### src/hdl/icache_geom_pkg.sv
package icache_geom_pkg;

  // 8 KB direct mapped, 128 lines of 64 bytes
  // address split is tag | index | offset

  // tag is what remains above index and offset
  parameter int TAG_W = 19;

  // 128 lines
  parameter int IDX_W = 7;

  // 64 bytes per line
  parameter int OFS_W = 6;

  // 32-bit words in one line
  parameter int WORDS_PER_LINE = 16;

  // counts 0..15 over a line refill
  parameter int BEAT_W = 4;

  // stored line tag
  typedef logic [TAG_W-1:0] tag_t;

  // line select
  typedef logic [IDX_W-1:0] idx_t;

  // word position inside a line
  typedef logic [BEAT_W-1:0] beat_t;

  // fetch address viewed as cache fields
  // beat and byte_sel together make up the 6-bit offset
  typedef struct packed {
    tag_t       tag;
    idx_t       idx;
    beat_t      beat;
    logic [1:0] byte_sel;
  } addr_fields_t;

endpackage

### src/hdl/icache_tag_store.sv
module icache_tag_store (
  input  logic                  clk,
  input  logic                  rst,

  // lookup side, compared combinationally
  input  icache_geom_pkg::tag_t look_tag_i,
  input  icache_geom_pkg::idx_t look_idx_i,
  output logic                  hit_o,

  // tag write after a completed refill
  input  logic                  we_i,
  input  icache_geom_pkg::tag_t wr_tag_i,
  input  icache_geom_pkg::idx_t wr_idx_i
);

  localparam int LINES = 2 ** icache_geom_pkg::IDX_W;

  // one valid bit per line
  logic [LINES-1:0] valid_q;

  // tag per line
  icache_geom_pkg::tag_t tags_q [LINES];

  // valid bits come up clear so every line misses first
  always_ff @(posedge clk) begin
    if (rst) begin
      valid_q <= '0;
    end else if (we_i) begin
      valid_q[wr_idx_i] <= 1'b1;
    end
  end

  // tag array
  always_ff @(posedge clk) begin
    if (we_i) begin
      tags_q[wr_idx_i] <= wr_tag_i;
    end
  end

  // hit needs a valid line and a matching tag
  always_comb begin
    hit_o = valid_q[look_idx_i] && (tags_q[look_idx_i] == look_tag_i);
  end

endmodule

### config.mk
export PLATFORM = sky130hd
export DESIGN_NAME = icache_tag_store
export DESIGN_NICKNAME = d
export VERILOG_FILES = /design/src/hdl/icache_geom_pkg.sv /design/src/hdl/icache_tag_store.sv
export SDC_FILE = /design/constraint.sdc
export NUM_CORES = 2
export LEC_CHECK = 0
export BUFFER_PORTS_ARGS = -buffer_cell sky130_fd_sc_hd__buf_2
export CAP_MARGIN = 10
export CORE_UTILIZATION = 60
export DETAILED_ROUTE_END_ITERATION = 7
export HOLD_SLACK_MARGIN = 0.08
export PLACE_DENSITY = 0.79
export RECOVER_POWER = 100
export SYNTH_ARGS = -nofsm -noshare
export SYNTH_HDL_FRONTEND = slang
export SYNTH_SLANG_ARGS = --single-unit
export TNS_END_PERCENT = 100
### constraint.sdc
create_clock -name clk -period 10.85 [get_ports clk]
set_clock_uncertainty 0.1 [all_clocks]
set_input_delay 1.6275 -clock clk [delete_from_list [all_inputs] [get_ports clk]]
set_output_delay 1.6275 -clock clk [all_outputs]
set_load 0.005 [all_outputs]
==> flow_summary_export.csv <==
group,metric,value,unit
synth,synth_enable_flop_cells,2432,
timing,fin_tns_setup,0,ns
global_routing,track_usage,0.3497,
critical_path,cp_slowest_cell,"nor3_1",
timing,finalCriticalPeriod,9.041,ns
power_and_ir_drop,p_switching,4.509,mW
timing,rsz0062_at_grt,"no",
power_and_ir_drop,intPower,15.81,mW
critical_path,slowest_delay,0.89,ns
global_routing,grt_max_degree,129,
clock_tree,root_buffer,"clkbuf_16",
clock_tree,clk_path_buf_depth,3,
synth,synth_fp_nets,4861,
synth,ys_types,73,
die,row_count,148,
power_and_ir_drop,power_frac_comb,0.054,
cells_and_area,layout_commonest_cell,"edfxtp_1",
clock_tree,post-cts-setup-buffer-count,0,
cells_and_area,drive_above_1_share,0.2198,
synth,synth_area_leaders,"edfxtp_1 74%, mux4_2 13%, dfxtp_1 2.6%",
placement,place_area,102400,um2
power_and_ir_drop,totalPowerFinal,20.32,mW
timing,relSlewSlack,-2.540,
global_routing,grt_pass1_wl,401.9,mm
drt,dr.pass1.iters,8,
die,die_y,408.1,um
die,start_util,0.6059,
cells_and_area,fin_nets,5017,
synth,ys_warn_count,0,
power_and_ir_drop,power.share.clock,0.410,
clock_tree,ctsHoldBuffers,0,
synth,synth_ff_type,"edfxtp_1",
placement,port_buffers,55,
critical_path,cp-end-kind,"output port",
power_and_ir_drop,ir_drop,191.1,uV
critical_path,path_buf_inv,3,
synth,syn_area,98960,um2
drt,first_iter_violations,10850,
critical_path,start_kind,"primary input",
global_routing,antenna_found_initial,30,
cells_and_area,final_cells,7366,
global_routing,grt-ovfl-total,0,
die,core-area,163300,um2
placement,gp_congestion,0.9814,
synth,yosysSeqAreaShare,0.7639,
drt,wl_per_cell,39.82,um
synth,synth_cells,4806,
critical_path,crit_family,"compound AO/OA/AOI/OAI gates",
synth,synth_top_area_frac,0.7380,
drt,wirelength,293.3,mm
die,dieArea,166600,um2
clock_tree,cts.sink_count,2560,
timing,hold_viol,0,
timing,period_share,0.8332,
clock_tree,post_cts_resized,0,
timing,setup_viol,0,
timing,drv_slew,5293,
drt,viasPerCell,7.450,
global_routing,grt_pass1_vias,52660,
critical_path,cp_max_fo,97,
power_and_ir_drop,seq_power_share,0.535,
power_and_ir_drop,sw_frac_of_total,0.2219,
die,die_x,408.1,um
cells_and_area,final_area,109200,um2
flow_run,maxCapViolations,169,
worst_hold_path,hold_path_class,"flip-flop to flip-flop",
clock_tree,clk_latency,0.90,ns
power_and_ir_drop,leakage,33.99,nW
drt,drcViolationCount,36,
synth,async_flop_share,0,
clock_tree,cts_tree,"built",
critical_path,cp.required,9.12,ns
critical_path,crit_arrival,7.31,ns
outcome,violations,"DRC, capacitance limit, slew limit",
timing,worstMarginPinSlew,5.310,ns
critical_path,path_class,"primary input to output port",
synth,yosys.area.top_type,"edfxtp_1",
clock_tree,htree_levels,4,
placement,dp_cells,6902,
cells_and_area,post-route-util,0.6685,
drt,num_vias,54880,
synth,synth_seq_cells,2560,
drt,drtAntennaViolNets,0,
timing,fmax,110.6,MHz
outcome,outcome,"finished with violations",
power_and_ir_drop,power-per-cell-area,186.1,nW/um2
clock_tree,cts_buffers,232,
die,io_pins,56,
clock_tree,clk_pin_slew,0.06,ns
synth,syn_avg_cell_area,20.59,um2
cells_and_area,mostFrequentLayoutCells,"2432 x edfxtp_1, 593 x mux4_2, 407 x nor2_1, 236 x clkbuf_16, 150 x mux2i_1",
cells_and_area,area_delta_synth_final,10.34,%
critical_path,cp_cell_sequence,"buf_8 > buf_12 > mux4_2 > and2_1 > a211oi_1 > o31ai_1 > xor2_1 > nor3_1 > o21ai_0 > o41ai_1 > and4_1 > buf_2",
placement,hpwl,164.9,mm
[cells by family (layout without fill, tap and decap cells)]
family	after synthesis	count (layout)	share of synthesized area
flip-flops	2560	2560	0.7639
AO/OA/AOI/OAI	428	428	0.03071
buffers and inverters	275	637	0.01637
XOR/XNOR	30	30	0.002655
other	0	23	0
AND/OR/NAND/NOR	749	749	0.03386
multiplexers	764	764	0.1525
[power by group through the flow]
stage | Combinational [mW] | Sequential, mW | Clock [mW]
floorplan | 0.573 | 11.1 | 0
global placement | 1.03 | 11.1 | 0
detailed placement | 1.05 | 11.1 | 0
CTS | 1.07 | 10.9 | 8.32
global route | 1.10 | 10.9 | 8.67
finish | 1.10 | 10.9 | 8.34
[layout make-up]
type / instances / area, um2
sequential: 2560 / 75590
fill: 9802 / 54140
multi-input combinational: 1971 / 21850
clock buffer: 308 / 6326
tap: 2175 / 2721
clock inverter: 132 / 1421
timing repair buffer: 185 / 1176
antenna: 23 / 57.56
inverter: 12 / 45.04
[worst min-delay path: cells and delay by family, from the launching register on]
kind / cells / cell delay [ns]
DFF: 1 / 0.32
and+or+nand+nor: 2 / 0.10
[through the flow]
step           hold WS [ns]  worst slack [ns]
2_1_floorplan        0.3348             4.978
3_3_place_gp         0.3438             2.379
3_5_place_dp         0.3535             2.386
4_1_cts              0.3693             2.374
5_1_grt              0.3818             1.904
6_report             0.3627             1.809
[synthesized netlist by cell type (all sizes together) (16+ instances only)]
cell type	n
a22oi	88
mux2i	150
o21ai	54
and2	16
a22o	18
dfxtp	128
nor3	20
buf	180
o22ai	62
o221ai	21
mux4	593
a31oi	16
a211oi	20
nor4	17
nand3	42
a21oi	56
clkbuf	83
nor2	437
mux2	21
a221oi	28
nor2b	31
edfxtp	2432
nand2	101
[per-layer routing]
layer	track usage	vias up	routed length (um)
li1	-	20230	-
met1	0.4634	27950	95680
met2	0.5128	5573	131800
met3	0.1210	1099	46870
met4	0.1924	22	18820
met5	0.002299	-	169
[registers in the layout, summed over array words and instances, names as in the netlist]
name,count
tags_q,2432
valid_q,128
[final timing paths]
check / start / to / slack [ns] / cells past startpoint
hold reg to reg: valid_q[42] / valid_q[42] / 0.36 / 2
setup reg to reg: valid_q[113] / valid_q[113] / 9.85 / 2
setup / recovery: look_idx_i[0] / hit_o / 1.81 / 12
hold / removal: valid_q[42] / valid_q[42] / 0.36 / 2
(Power assumes the default switching activity.)
