<file path="src/hdl/icache_geom_pkg.sv">
package icache_geom_pkg;

  // 8 KB direct mapped, 128 lines of 64 bytes
  // address split is tag | index | offset

  // tag is what remains above index and offset
  parameter int TAG_W = 19;

  // 128 lines
  parameter int IDX_W = 7;

  // 64 bytes per line
  parameter int OFS_W = 6;

  // 32-bit words in one line
  parameter int WORDS_PER_LINE = 16;

  // counts 0..15 over a line refill
  parameter int BEAT_W = 4;

  // stored line tag
  typedef logic [TAG_W-1:0] tag_t;

  // line select
  typedef logic [IDX_W-1:0] idx_t;

  // word position inside a line
  typedef logic [BEAT_W-1:0] beat_t;

  // fetch address viewed as cache fields
  // beat and byte_sel together make up the 6-bit offset
  typedef struct packed {
    tag_t       tag;
    idx_t       idx;
    beat_t      beat;
    logic [1:0] byte_sel;
  } addr_fields_t;

endpackage

</file>
<file path="src/hdl/icache_bus_pkg.sv">
package icache_bus_pkg;

  // fetch and memory addresses share one width
  typedef logic [31:0] addr_t;

  // instruction word, also the memory beat width
  typedef logic [31:0] word_t;

  // read request toward memory, 44 bits
  // len counts beats minus one, 15 for a line and 0 for a single word
  // size code 4 means 4 bytes per beat
  typedef struct packed {
    addr_t      addr;
    logic [7:0] len;
    logic [3:0] size;
  } mem_req_t;

  // controller states
  // idle also serves as the state right after reset
  typedef enum logic [1:0] {
    IDLE,
    LOOKUP,
    REFILL,
    UNCACHED
  } ctrl_state_t;

endpackage

</file>
<file path="src/hdl/icache_ctrl.sv">
module icache_ctrl #(
  parameter icache_bus_pkg::addr_t UNCACHED_BASE = 32'h1000_0000,
  parameter icache_bus_pkg::addr_t UNCACHED_MASK = 32'hF000_0000
) (
  input  logic                     clk,
  input  logic                     rst,

  // fetch side
  input  icache_bus_pkg::addr_t    fetch_addr_i,
  input  logic                     fetch_valid_i,
  output icache_bus_pkg::word_t    fetch_rdata_o,
  output logic                     fetch_rdata_valid_o,

  // memory side
  output icache_bus_pkg::mem_req_t mem_req_o,
  output logic                     mem_req_valid_o,
  input  icache_bus_pkg::word_t    mem_rdata_i,
  input  logic                     mem_rdata_valid_i,

  // tag store
  output icache_geom_pkg::tag_t    look_tag_o,
  output icache_geom_pkg::idx_t    look_idx_o,
  input  logic                     hit_i,
  output logic                     tag_we_o,
  output icache_geom_pkg::tag_t    wr_tag_o,
  output icache_geom_pkg::idx_t    wr_idx_o,

  // data store
  output logic                     data_we_o,
  output icache_geom_pkg::beat_t   wr_beat_o,
  output icache_bus_pkg::word_t    wr_word_o,
  output icache_geom_pkg::idx_t    rd_idx_o,
  output icache_geom_pkg::beat_t   rd_beat_o,
  input  icache_bus_pkg::word_t    rd_word_i
);

  localparam icache_geom_pkg::beat_t LAST_BEAT =
    icache_geom_pkg::beat_t'(icache_geom_pkg::WORDS_PER_LINE - 1);

  icache_bus_pkg::ctrl_state_t   state_q;

  // live fetch address and the one under lookup
  icache_geom_pkg::addr_fields_t fetch_f;
  icache_geom_pkg::addr_fields_t cap_q;

  // memory request
  icache_bus_pkg::mem_req_t      req_q;
  logic                          req_valid_q;
  icache_geom_pkg::beat_t        cnt_q;

  // tag write pulse, lands in the idle cycle after refill
  logic                          tag_we_q;

  // word from a single uncached read
  icache_bus_pkg::word_t         unc_word_q;
  logic                          unc_valid_q;

  logic                          is_uncached;
  logic                          beat_fire;

  always_comb begin
    fetch_f     = fetch_addr_i;
    is_uncached = (icache_bus_pkg::addr_t'(cap_q) & UNCACHED_MASK) == UNCACHED_BASE;
    // one beat per cycle with data strobe while request is up
    beat_fire   = req_valid_q && mem_rdata_valid_i;
  end

  always_ff @(posedge clk) begin
    if (rst) begin
      state_q     <= icache_bus_pkg::IDLE;
      req_valid_q <= 1'b0;
      cnt_q       <= '0;
      tag_we_q    <= 1'b0;
      unc_valid_q <= 1'b0;
    end else begin
      // pulses
      tag_we_q    <= 1'b0;
      unc_valid_q <= 1'b0;
      case (state_q)
        icache_bus_pkg::IDLE: begin
          cap_q <= fetch_f;
          if (fetch_valid_i) begin
            state_q <= icache_bus_pkg::LOOKUP;
          end
        end
        icache_bus_pkg::LOOKUP: begin
          if (is_uncached) begin
            // exact word, single beat
            state_q        <= icache_bus_pkg::UNCACHED;
            req_valid_q    <= 1'b1;
            req_q.addr     <= icache_bus_pkg::addr_t'(cap_q);
            req_q.len      <= 8'd0;
            req_q.size     <= 4'd4;
          end else if (!hit_i) begin
            // whole line, offset cleared
            state_q        <= icache_bus_pkg::REFILL;
            req_valid_q    <= 1'b1;
            req_q.addr     <= {cap_q.tag, cap_q.idx, {icache_geom_pkg::OFS_W{1'b0}}};
            req_q.len      <= 8'(icache_geom_pkg::WORDS_PER_LINE - 1);
            req_q.size     <= 4'd4;
            cnt_q          <= '0;
          end else begin
            // hit, take the next address right away
            cap_q <= fetch_f;
            if (!fetch_valid_i) begin
              state_q <= icache_bus_pkg::IDLE;
            end
          end
        end
        icache_bus_pkg::REFILL: begin
          if (beat_fire) begin
            cnt_q <= cnt_q + 1'b1;
            if (cnt_q == LAST_BEAT) begin
              state_q     <= icache_bus_pkg::IDLE;
              req_valid_q <= 1'b0;
              tag_we_q    <= 1'b1;
            end
          end
        end
        icache_bus_pkg::UNCACHED: begin
          if (beat_fire) begin
            state_q     <= icache_bus_pkg::IDLE;
            req_valid_q <= 1'b0;
            unc_word_q  <= mem_rdata_i;
            unc_valid_q <= 1'b1;
          end
        end
        default: begin
          state_q <= icache_bus_pkg::IDLE;
        end
      endcase
    end
  end

  // lookup and tag write both work on the captured address
  always_comb begin
    look_tag_o = cap_q.tag;
    look_idx_o = cap_q.idx;
    tag_we_o   = tag_we_q;
    wr_tag_o   = cap_q.tag;
    wr_idx_o   = cap_q.idx;
  end

  // refill beats go in at the counter position
  always_comb begin
    data_we_o = (state_q == icache_bus_pkg::REFILL) && beat_fire;
    wr_beat_o = cnt_q;
    wr_word_o = mem_rdata_i;
  end

  // read from the live address so the word is there in lookup
  always_comb begin
    rd_idx_o  = fetch_f.idx;
    rd_beat_o = fetch_f.beat;
  end

  // uncached word pulses in idle, cached word comes out in lookup
  always_comb begin
    fetch_rdata_valid_o = unc_valid_q ||
                          ((state_q == icache_bus_pkg::LOOKUP) && hit_i && !is_uncached);
    fetch_rdata_o       = unc_valid_q ? unc_word_q : rd_word_i;
    mem_req_o           = req_q;
    mem_req_valid_o     = req_valid_q;
  end

endmodule

</file>
<file path="config.mk">
export PLATFORM = sky130hd
export DESIGN_NAME = icache_ctrl
export DESIGN_NICKNAME = d
export VERILOG_FILES = /design/src/hdl/icache_geom_pkg.sv /design/src/hdl/icache_bus_pkg.sv /design/src/hdl/icache_ctrl.sv
export SDC_FILE = /design/constraint.sdc
export NUM_CORES = 1
export LEC_CHECK = 0
export BUFFER_PORTS_ARGS = -buffer_cell sky130_fd_sc_hd__buf_2
export CAP_MARGIN = 20
export CORE_ASPECT_RATIO = 0.6
export CORE_MARGIN = 2
export CORE_UTILIZATION = 45
export CTS_BUF_LIST = sky130_fd_sc_hd__clkbuf_8
export DETAILED_ROUTE_END_ITERATION = 8
export HOLD_SLACK_MARGIN = 0.05
export PLACE_DENSITY = 0.86
export SKIP_LAST_GASP = 1
export SLEW_MARGIN = 20
export SYNTH_ARGS = -nofsm -noshare
export SYNTH_HDL_FRONTEND = slang
export SYNTH_SLANG_ARGS = --single-unit
</file>
<file path="constraint.sdc">
create_clock -name clk -period 5.15 [get_ports clk]
set_input_delay 1.03 -clock clk [delete_from_list [all_inputs] [get_ports clk]]
set_output_delay 1.03 -clock clk [all_outputs]
set_load 0.02 [all_outputs]
</file>
==> impl_metrics.csv <==
group,metric,value,unit
status,status,"complete, no violations",
logic_synthesis,ys_ff_latch,106,
final_layout,nets,585,
detailed_routing,via_per_inst,4.575,
worst_setup_path,path_delay_family,"buffers and inverters",
clock_network,clk_pin_slew,110,ps
flow_run,max_cap_viol_count,0,
floorplanning,die_w,135.0,um
pwr,power.internal,1.285,mW
min_path,hold_depth,0,
pwr,power_density,324.9,nW/um^2
place,hpwl,7.472,mm
final_layout,final_common_cell,"buf_2",
timing,max-slew-margin-rel,33.25,%
floorplanning,num_rows,28,
grt,grt_usage,16.18,%
worst_setup_path,worstPathMaxFanout,27,
grt,antenna_found_initial,0,
min_path,min_path_type,"reg2reg",
detailed_routing,vias,2850,
clock_network,cts_resized,0,
logic_synthesis,async_flop_share,0,%
final_layout,fillers,844,
logic_synthesis,ys_types,33,
pwr,seqPwrFrac,55.6,%
timing,rsz0062_at_grt,"false",
clock_network,max-clock-path-buffers,2,
detailed_routing,wl_per_cell,15.87,um
timing,setup_tns,0,ps
pwr,comb_power_share,15.5,%
floorplanning,io_pins,280,
worst_setup_path,reg2reg_from,"look_tag_o[16]",
logic_synthesis,synth_area_per_cell,15.23,um^2
min_path,worstHoldStart,"look_tag_o[12]",
place,placed_cells,607,
timing,fmax,0.3476,GHz
detailed_routing,drt_iter0_markers,165,
timing,min_period_over_period,55.86,%
worst_setup_path,cp.arrival,1850,ps
logic_synthesis,synth_top_area_cell,"edfxtp_1",
timing,whs,479.6,ps
worst_setup_path,max_stage_delay,500,ps
pwr,pwr-share-clk,28.9,%
timing,finClkSkew,11.11,ps
min_path,min_to,"mem_req_o[37]",
grt,grt_pass1_wl,13.55,mm
logic_synthesis,yosys_warnings,0,
logic_synthesis,synth_area_leaders,"edfxtp_1 (63%), buf_4 (17%), mux2_2 (7.8%)",
worst_setup_path,worst_path_max_delay_cell,"dfxtp_1",
floorplanning,initial_core_util,46.54,%
worst_setup_path,cp.required,4120,ps
place,port_buffers,271,
logic_synthesis,netlist_instances,304,
logic_synthesis,synth_top_cell_area_share,62.90,%
final_layout,drive_gt1_share,68.03,%
worst_setup_path,r2r_cells,4,
final_layout,fin_util,56.35,%
detailed_routing,drc,0,
worst_setup_path,critPathLaunchType,"register",
place,gp_congestion,0.7911,
final_layout,fin_cells,623,
timing,setup_violations,0,
final_layout,final_cell_mix,"buf_2 (271), edfxtp_1 (97), mux2_2 (32)",
detailed_routing,wirelength,9.886,mm
logic_synthesis,syn_area,4631,um^2
pwr,netSwitchingFraction,29.43,%
clock_network,cts.sinks,106,
final_layout,areaGrowthSynthToFinish,21.08,%
worst_setup_path,path_class,"reg2out",
timing,hold_viol,0,
logic_synthesis,synth-edff-count,97,
worst_setup_path,cp_num_buf_inv,2,
floorplanning,die_y,82.58,um
worst_setup_path,worstPathCellList,"buf_4 > mux2_2 > buf_2",
grt,grt-ovfl-total,0,
floorplanning,die_area,11140,um^2
clock_network,holdBufCountCts,0,
clock_network,cts_setup_buffers,0,
clock_network,cts_tree,"done",
worst_setup_path,r2r-end,"mem_req_o[17]",
clock_network,clk_latency,380,ps
grt,grt_pass1_vias,2599,
grt,grt_max_degree,34,
logic_synthesis,seq_area_frac_synth,66.79,%
pwr,vdd.ir_drop.worst,0.0002019,V
worst_setup_path,reg2reg_slack,2760,ps
pwr,switching_power,0.5360,mW
timing,tightest_slew,998.9,ps
detailed_routing,drt-pass1-iter-count,4,
clock_network,cts_buffers,9,
logic_synthesis,synth-main-ff-cell,"edfxtp_1",
timing,slew_violations,0,
clock_network,htreeDepth,3,
timing,post-route-min-period,2877,ps
floorplanning,coreArea,9950,um^2
worst_setup_path,endpoint_kind,"primary output",
final_layout,num_antenna_cells,0,
clock_network,cts_root_buffer,"clkbuf_8",
pwr,p_leak,2.450,nW
detailed_routing,postRouteAntennaNets,0,
[kinds of logic after synthesis]
logic type / count (synthesis) / synth area share (%)
other: 2 / 0.1622
AO/OA/AOI/OAI: 16 / 2.243
multiplexers: 32 / 7.782
buffers and inverters: 118 / 18.43
flip-flops: 106 / 66.79
AND/OR/NAND/NOR: 29 / 4.323
adder cells (fa/ha/maj): 1 / 0.2702
[synth_stat cells (all sizes together) (2+ instances only)]
master / number
o211ai: 2
buf: 111
nand4b: 2
inv: 5
nand3: 5
clkbuf: 2
and2b: 2
conb: 2
edfxtp: 97
o21ai: 3
a31oi: 2
a21oi: 4
dfxtp: 9
and2: 6
or3: 2
mux2: 32
nand2: 3
nand2b: 2
nor3: 3
[state kept, by name (all words and copies together), names as in the netlist]
register         count
mem_req_o           33
tag_we_o             1
mem_req_valid_o      1
state_q              2
unc_word_q          32
unc_valid_q          1
look_idx_o           7
look_tag_o          19
cap_q                6
wr_beat_o            4
[layer usage]
layer  wire, um  vias up  GRT usage (%)
li1           -     1336              -
met1       3945     1377          20.39
met2       5168      128          26.60
met3        668        9          5.433
met4        102        0          5.729
met5          0        -              0
[per-stage QoR]
stage / cell area, um^2 / power [mW] / setup WS, ps
finish: 5607 / 1.821 / 2273
global route: 5607 / 1.893 / 2168
CTS: 5607 / 1.841 / 2242
global placement: 5391 / 1.309 / 2538
detailed placement: 5391 / 1.316 / 2415
floorplan: 4653 / 1.265 / 900.8
[power groups by stage]
stage | registers [mW] | clock network, mW | logic, mW
floorplan | 1.03 | 0 | 0.230
global placement | 1.03 | 0 | 0.279
detailed placement | 1.03 | 0 | 0.283
CTS | 1.01 | 0.544 | 0.284
global route | 1.02 | 0.575 | 0.300
finish | 1.01 | 0.527 | 0.281
[worst reg2reg max path: cells and delay by family, from the launching register on]
family / cells / cell delay (ps)
flops: 1 / 450
simple gates: 2 / 1100
compound gates: 1 / 220
buf+inv: 1 / 230
[final cells by class]
| class | count | area [um^2] | share of cell area (%) |
|---|---|---|---|
| Clock buffer | 9 | 123.9 | 2.209 |
| Clock inverter | 7 | 91.34 | 1.629 |
| Inverter | 5 | 18.77 | 0.3347 |
| Multi-Input combinational cell | 86 | 724.4 | 12.92 |
| Sequential cell | 106 | 3093 | 55.17 |
| Tap cell | 135 | 168.9 | 3.013 |
| Timing Repair Buffer | 275 | 1386 | 24.73 |
[worst max-delay path by stage]
stage,start,to,slack [ps],depth (start not counted)
finish,unc_valid_q,fetch_rdata_o[8],2270,3
global route,unc_valid_q,fetch_rdata_o[8],2170,3
CTS,unc_valid_q,fetch_rdata_o[8],2240,3
detailed placement,hit_i,cap_q[5],2410,5
global placement,hit_i,mem_req_o[30],2540,4
floorplan,hit_i,cap_q[0],900,3
Power figures use the tool's default switching activity.
